==> src/common/pause_macros.svh <==
`ifndef PAUSE_MACROS_SVH
`define PAUSE_MACROS_SVH

// number of units paused one after another.
`define PAUSE_SEQ_UNITS 4

// number of units paused together, each with its own enable bit.
`define PAUSE_PAR_UNITS 4

`endif
==> src/common/pause_pkg.sv <==
`default_nettype none

package pause_pkg;

    // states of the join sequencer.
    // resume walks paused -> release_group -> release_chain -> running,
    // pause walks running -> quiet_chain -> quiet_group -> paused.
    typedef enum logic [2:0] {
        paused        = 3'd0,
        release_group = 3'd1,
        release_chain = 3'd2,
        running       = 3'd3,
        quiet_chain   = 3'd4,
        quiet_group   = 3'd5
    } join_state_t;

endpackage

`default_nettype wire

==> src/common/unit_pkg.sv <==
`default_nettype none

`include "pause_macros.svh"

package unit_pkg;

    // one bit per unit of the chain group.
    typedef logic [`PAUSE_SEQ_UNITS-1:0] seq_vec_t;

    typedef logic [`PAUSE_PAR_UNITS-1:0] par_vec_t; // one bit per parallel unit.

endpackage

`default_nettype wire

==> src/verilog/pause_ctrl.sv <==
`timescale 1ns/1ns
`default_nettype none

module pause_ctrl
    import unit_pkg::*;
(
    input  wire logic     seq,
    input  wire logic     arst_n,

    input  wire logic     pause_req,
    output logic          pause_ack,

    input  wire par_vec_t group_enable,

    output seq_vec_t      chain_unit_req,
    input  wire seq_vec_t chain_unit_ack,

    output par_vec_t      group_unit_req,
    input  wire par_vec_t group_unit_ack
);

    logic chain_req;
    logic chain_ack;
    logic group_req;
    logic group_ack;

    pause_join pause_join_inst (
        .seq       (seq),
        .arst_n    (arst_n),
        .pause_req (pause_req),
        .pause_ack (pause_ack),
        .chain_req (chain_req),
        .chain_ack (chain_ack),
        .group_req (group_req),
        .group_ack (group_ack)
    );

    pause_seq_chain pause_seq_chain_inst (
        .seq            (seq),
        .arst_n         (arst_n),
        .chain_req      (chain_req),
        .chain_ack      (chain_ack),
        .chain_unit_req (chain_unit_req),
        .chain_unit_ack (chain_unit_ack)
    );

    pause_group pause_group_inst (
        .seq            (seq),
        .arst_n         (arst_n),
        .group_req      (group_req),
        .group_ack      (group_ack),
        .group_enable   (group_enable),
        .group_unit_req (group_unit_req),
        .group_unit_ack (group_unit_ack)
    );

endmodule

`default_nettype wire

==> src/pause_join/pause_join.sv <==
`timescale 1ns/1ns
`default_nettype none

module pause_join
    import pause_pkg::*;
(
    input  wire logic seq,
    input  wire logic arst_n,

    input  wire logic pause_req,
    output logic      pause_ack,

    output logic      chain_req,
    input  wire logic chain_ack,

    output logic      group_req,
    input  wire logic group_ack
);

    join_state_t state;
    join_state_t state_nx;

    // pause quiets the chain before the group.
    // resume releases the group before the chain.
    always_comb begin
        state_nx = state;
        case (state)
            paused: begin
                if (!pause_req) begin
                    state_nx = release_group;
                end
            end
            release_group: begin
                if (!group_ack) begin
                    state_nx = release_chain;
                end
            end
            release_chain: begin
                if (!chain_ack) begin
                    state_nx = running;
                end
            end
            running: begin
                if (pause_req) begin
                    state_nx = quiet_chain;
                end
            end
            quiet_chain: begin
                if (chain_ack) begin
                    state_nx = quiet_group;
                end
            end
            quiet_group: begin
                if (group_ack) begin
                    state_nx = paused;
                end
            end
            default: begin
                state_nx = paused; // unused codes fall back to a safe stop.
            end
        endcase
    end

    always_ff @(posedge seq or negedge arst_n) begin
        if (!arst_n) begin
            state <= paused;
        end else begin
            state <= state_nx;
        end
    end

    // outputs are registered and decoded from the next state,
    // so they change on the same edge as the state.
    always_ff @(posedge seq or negedge arst_n) begin
        if (!arst_n) begin
            chain_req <= 1'b1;
            group_req <= 1'b1;
            pause_ack <= 1'b1;
        end else begin
            chain_req <= (state_nx != release_chain) && (state_nx != running);
            group_req <= (state_nx == paused) || (state_nx == quiet_group);
            // falls once both groups run, rises once both are quiet.
            pause_ack <= (state_nx != running) && (state_nx != quiet_chain)
                         && (state_nx != quiet_group);
        end
    end

endmodule

`default_nettype wire

==> src/verilog/pause_group.sv <==
`timescale 1ns/1ns
`default_nettype none

`include "pause_macros.svh"

module pause_group
    import unit_pkg::*;
(
    input  wire logic     seq,
    input  wire logic     arst_n,

    input  wire logic     group_req,
    output logic          group_ack,

    input  wire par_vec_t group_enable,

    output par_vec_t      group_unit_req,
    input  wire par_vec_t group_unit_ack
);

    localparam int N = `PAUSE_PAR_UNITS;

    par_vec_t req_q;

    always_ff @(posedge seq or negedge arst_n) begin
        if (!arst_n) begin
            req_q <= '1;
        end else begin
            for (int i = 0; i < N; i++) begin
                req_q[i] <= group_req; // all units see the request together.
            end
        end
    end

    assign group_unit_req = req_q & group_enable; // switched-off units never see a request.

    // only enabled units count, so an empty mask gives back group_req.
    always_comb begin
        if (group_req) begin
            group_ack = &(group_unit_ack | ~group_enable);
        end else begin
            group_ack = |(group_unit_ack & group_enable);
        end
    end

endmodule

`default_nettype wire

==> src/pause_seq_chain/pause_seq_chain.sv <==
`timescale 1ns/1ns
`default_nettype none

`include "pause_macros.svh"

module pause_seq_chain
    import unit_pkg::*;
(
    input  wire logic     seq,
    input  wire logic     arst_n,

    input  wire logic     chain_req,
    output logic          chain_ack,

    output seq_vec_t      chain_unit_req,
    input  wire seq_vec_t chain_unit_ack
);

    localparam int N = `PAUSE_SEQ_UNITS;

    // unit requests ripple upward on pause and downward on resume.
    // each step waits until the neighbour's request and acknowledge agree.
    always_ff @(posedge seq or negedge arst_n) begin
        if (!arst_n) begin
            chain_unit_req <= '1; // everything starts paused.
        end else if (chain_req) begin
            chain_unit_req[0] <= 1'b1;
            for (int i = 1; i < N; i++) begin
                // unit i follows once unit i-1 is stopped.
                chain_unit_req[i] <= chain_unit_req[i-1] && chain_unit_ack[i-1];
            end
        end else begin
            chain_unit_req[N-1] <= 1'b0;
            for (int i = 0; i < N-1; i++) begin
                // stays high until unit i+1 runs again.
                chain_unit_req[i] <= chain_unit_req[i+1] || chain_unit_ack[i+1];
            end
        end
    end

    // combined acknowledge.
    // pausing needs every unit stopped, resuming needs every unit running.
    always_comb begin
        if (chain_req) begin
            chain_ack = 1'b1;
            for (int i = 0; i < N; i++) begin
                chain_ack &= chain_unit_ack[i];
            end
        end else begin
            chain_ack = 1'b0;
            for (int i = 0; i < N; i++) begin
                chain_ack |= chain_unit_ack[i];
            end
        end
    end

endmodule

`default_nettype wire

==> config.mk <==
export PLATFORM = sky130hd
export DESIGN_NAME = pause_ctrl
export DESIGN_NICKNAME = d
export VERILOG_FILES = /design/src/common/pause_pkg.sv /design/src/common/unit_pkg.sv /design/src/verilog/pause_ctrl.sv /design/src/pause_join/pause_join.sv /design/src/verilog/pause_group.sv /design/src/pause_seq_chain/pause_seq_chain.sv
export VERILOG_INCLUDE_DIRS = /design/src /design/src/common
export SDC_FILE = /design/constraint.sdc
export NUM_CORES = 1
export LEC_CHECK = 0
export BUFFER_PORTS_ARGS = -buffer_cell sky130_fd_sc_hd__buf_2
export CAP_MARGIN = 40
export CORE_AREA = 2 2 39 41
export CTS_BUF_LIST = sky130_fd_sc_hd__clkbuf_8 sky130_fd_sc_hd__clkbuf_16
export CTS_CLUSTER_DIAMETER = 50
export DETAILED_ROUTE_END_ITERATION = 8
export DIE_AREA = 0 0 41 43
export GPL_ROUTABILITY_DRIVEN = 1
export PLACE_DENSITY = 0.73
export SKIP_CTS_REPAIR_TIMING = 1
export SYNTH_ARGS = -nofsm -noshare
export SYNTH_HDL_FRONTEND = slang
export SYNTH_SLANG_ARGS = --single-unit
==> constraint.sdc <==
create_clock -name seq -period 2 [get_ports seq]
set_clock_uncertainty 0.2 [all_clocks]
set_input_delay 0.1 -clock seq [delete_from_list [all_inputs] [get_ports seq]]
set_output_delay 0.1 -clock seq [all_outputs]
set_load 0.05 [all_outputs]
==> results.md <==
| Step | Parameter | This run |
|:---|:---|:---|
| timing | Final setup violating endpoints | 0 |
| synthesis | Syn_nets | 73 |
| clock tree | Clk sink count | 11 |
| floorplanning | Die W | 41 um |
| global routing | Total global routing track utilization | 19.2% |
| routing | Number of violations reported at the end of detailed-routing iteration 0 | 9 |
| placement | Worst slack at placement | 0.452 ns |
| synthesis | Post-Syn Instances | 58 |
| outcome | Outcome | finished with violations |
| layout | Total Nets Final | 104 |
| floorplanning | Ports placed on the boundary | 24 |
| timing | Hold Vio Cnt, Final | 3 |
| clock tree | Deepest level of the CTS H-tree | 1 |
| placement | Number of buffer cells added on primary ports | 23 |
| worst hold path | Worst Hold Class | input pin to flip-flop |
| pwr | Internal power | 657 uW |
| timing | Final min period | 1.56 ns |
| pwr | Final Total Pwr | 1.18 mW |
| floorplanning | Number of placement rows | 14 |
| worst setup path | Element type at the critical path end | flip-flop |
| layout | Layout Area Growth over Synthesis | 38.1% |
| global routing | Global-route wire length before repair | 2210 um |
| pwr | P per Cell Area | 1500 nW/um^2 |
| global routing | GRT Residual Overflow | 0 |
| global routing | Number of antenna violations at the first check in global routing | 0 |
| timing | PnR worst setup slack | 0.440 ns |
| synthesis | Mean area per synthesized cell | 9.79 um^2 |
| floorplanning | Core area | 1380 um^2 |
| floorplanning | Die boundary height | 43 um |
| placement | Area after detailed placement | 699 um^2 |
| timing | Actual slew at the worst max-slew pin | 0.302 ns |
| worst setup path | Destination of the worst register-to-register timing path | pause_join_inst.state[0] |
| worst setup path | Slack of the worst reg-to-reg path | 0.44 ns |
| worst setup path | Type of the setup path with the least slack | flip-flop to flip-flop |
| clock tree | CTS clock-pin slew for the worst setup and hold paths | 0.05 ns |
| worst setup path | Peak fanout along the critical path | 8 |
| worst hold path | Hold Crit Depth | 3 |
| clock tree | Worst-case clock buffer depth | 2 |
| clock tree | Num CTS Buffers | 3 |
| floorplanning | Initial Util | 41.0% |
| pwr | Maximum vdd drop | 848 uV |
| layout | Post-Layout Inst Area | 785 um^2 |
| timing | Setup TNS | 0 ns |
| synthesis | Warning count from the yosys run | 0 |
| layout | Fraction of final layout cells with drive strength greater than 1 | 42.0% |
| worst setup path | Critical path launch point type | flip-flop |
| synthesis | Post-synthesis cell area | 568 um^2 |
| timing | Fin crit share | 78.0% |
| pwr | Fraction of power consumed by the clock network | 18.5% |
| outcome | Failing checks | negative hold slack |
| worst setup path | Worst setup path startpoint | pause_join_inst.chain_req |
| timing | Achievable frequency | 0.641 GHz |
| worst setup path | R2R Path Start | pause_join_inst.chain_req |
| clock tree | Clock latency on the worst-skew pair | 0.24 ns |
| routing | Total Wirelength | 1350 um |
| placement | RePlAce Congestion | 0.742 |
| worst setup path | Depth of the most critical reg-to-reg path | 5 |
| layout | ANT cells | 0 |
| pwr | Net switching share of the total power | 44.2% |
| global routing | Vias in the first global route | 533 |
| clock tree | Root Driver | clkbuf_8 |
| synthesis | Flops & latches, synth | 11 |
| timing | Worst-case hold slack | -0.0504 ns |
| clock tree | CTS tree | yes |
| placement | Post-detail-place hpwl | 1010 um |
| pwr | Power dissipated by switching net loads | 521 uW |
| synthesis | Post-synth EDFFs | 0 |
| routing | Total via count after detailed routing | 554 |
| worst setup path | WP data arrival | 1.47 ns |
| synthesis | Unique cell type count in the Yosys netlist | 28 |
| floorplanning | Die Area | 1760 um^2 |
| global routing | Pin count of the biggest net entering global routing | 12 |
| routing | Average detailed-routed wire length per instance | 13.0 um |
| synthesis | Async SR Flop Fraction | 100% |
| synthesis | Primary flip-flop cell chosen by synthesis mapping | dfstp_2 |
| routing | Count of TritonRoute iterations in the first routing pass | 4 |
| worst hold path | Sink of the worst hold path | pause_seq_chain_inst.chain_unit_req[2] |
| worst hold path | Worst Hold Launch | chain_unit_ack[3] |
| routing | Routed Antenna Nets | 0 |
| timing | Max-slew violations | 0 |
| worst setup path | WP data required | 1.91 ns |
| pwr | Share of total power in sequential cells | 38.7% |
| routing | DRC errors left | 0 |
| synthesis | Seq/Total Area, Yosys | 50.2% |
| pwr | Combinational share of power | 42.8% |
| routing | Vias per inst | 5.33 |
| job | Maximum capacitance violations | 0 |
| timing | Max transition margin | 79.6% |
| pwr | Static leakage | 0.368 nW |
| timing | Setup repair after global routing missed its margin | no |
## final cells by class
cell class	count	area, um^2
clock inverter	1	3.75
inverter	2	7.51
multi-input combinational	44	272
sequential	11	285
clock buffer	3	41.3
fill	131	599
timing repair buffer	27	155
tap	16	20.0
## power by group through the flow
stage | registers, mW | clock network [mW] | logic, mW
5_1_grt | 0.471 | 0.236 | 0.556
3_3_place_gp | 0.450 | 0 | 0.486
6_report | 0.455 | 0.218 | 0.505
3_5_place_dp | 0.455 | 0 | 0.498
2_1_floorplan | 0.541 | 0 | 0.287
4_1_cts | 0.454 | 0.220 | 0.497
## per-layer routing
layer | global-route usage, % | vias to the layer above | wire [um]
li1 | - | 271 | -
met1 | 22.0 | 254 | 556
met2 | 30.9 | 27 | 686
met3 | 6.28 | 2 | 95
met4 | 8.00 | 0 | 14
met5 | 0 | - | 0
## cell usage in the layout, fill, tap and decap left out, types with 2 or more instances in the layout
cell type      instances
a21oi_1                5
a22o_1                 2
and2_1                 3
buf_2                 23
clkbuf_8               3
dfrtp_1                3
dfstp_2                8
dlygate4sd3_1          4
inv_1                  3
nand2_1                3
nand2b_1               4
nand3_1                2
nor2_1                 5
nor3_1                 2
o21bai_1               3
## sequential cells by signal, indices dropped and copies added, names as in the netlist
register,cells
pause_group_inst.req_q,1
pause_join_inst.chain_req,1
pause_join_inst.group_req,1
pause_join_inst.pause_ack,1
pause_join_inst.state,3
pause_seq_chain_inst.chain_unit_req,4
## worst max-delay path: stages, from the launching register on
cell and delay (ns):
dfstp_2 0.58, o21bai_1 0.12, nand3_1 0.12, a21oi_1 0.22, a32oi_1 0.08, o311ai_0 0.11
## synthesized netlist by cell type (2+ instances only)
cell type | n | area share [%]
a21oi_1 | 5 | 4.4
a22o_1 | 2 | 3.1
and2_1 | 3 | 3.3
dfrtp_1 | 3 | 13
dfstp_2 | 8 | 37
inv_1 | 2 | 1.3
nand2_1 | 3 | 2.0
nand2b_1 | 4 | 4.4
nand3_1 | 2 | 1.8
nor2_1 | 5 | 3.3
nor3_1 | 2 | 1.8
o21bai_1 | 3 | 4.0
## metrics by stage
step,std cells,hold WS (ns),utilization [%]
6_report,104,-0.0504,56.7
5_1_grt,104,0.00742,56.7
4_1_cts,100,-0.475,53.8
3_5_place_dp,96,-0.220,50.5
3_3_place_gp,96,-0.222,50.5
2_1_floorplan,58,-0.396,-
## how the worst max path moves through the flow
stage	endpoint	slack [ns]	cells past startpoint
floorplan	pause_join_inst.state[0]	0.58	4
finish	pause_join_inst.state[0]	0.44	5
global placement	pause_join_inst.state[0]	0.53	4
CTS	pause_join_inst.state[0]	0.46	5
global route	pause_join_inst.state[0]	0.32	5
detailed placement	pause_join_inst.state[0]	0.45	5
## cell families after synthesis
| kind of cell | after synthesis | share of synthesized area [%] |
|---|---|---|
| AO/OA/AOI/OAI | 17 | 21.4 |
| buffers and inverters | 3 | 1.98 |
| flip-flops | 11 | 50.2 |
| AND/OR/NAND/NOR | 27 | 26.4 |
No activity file was read; power rests on OpenSTA's default activity.
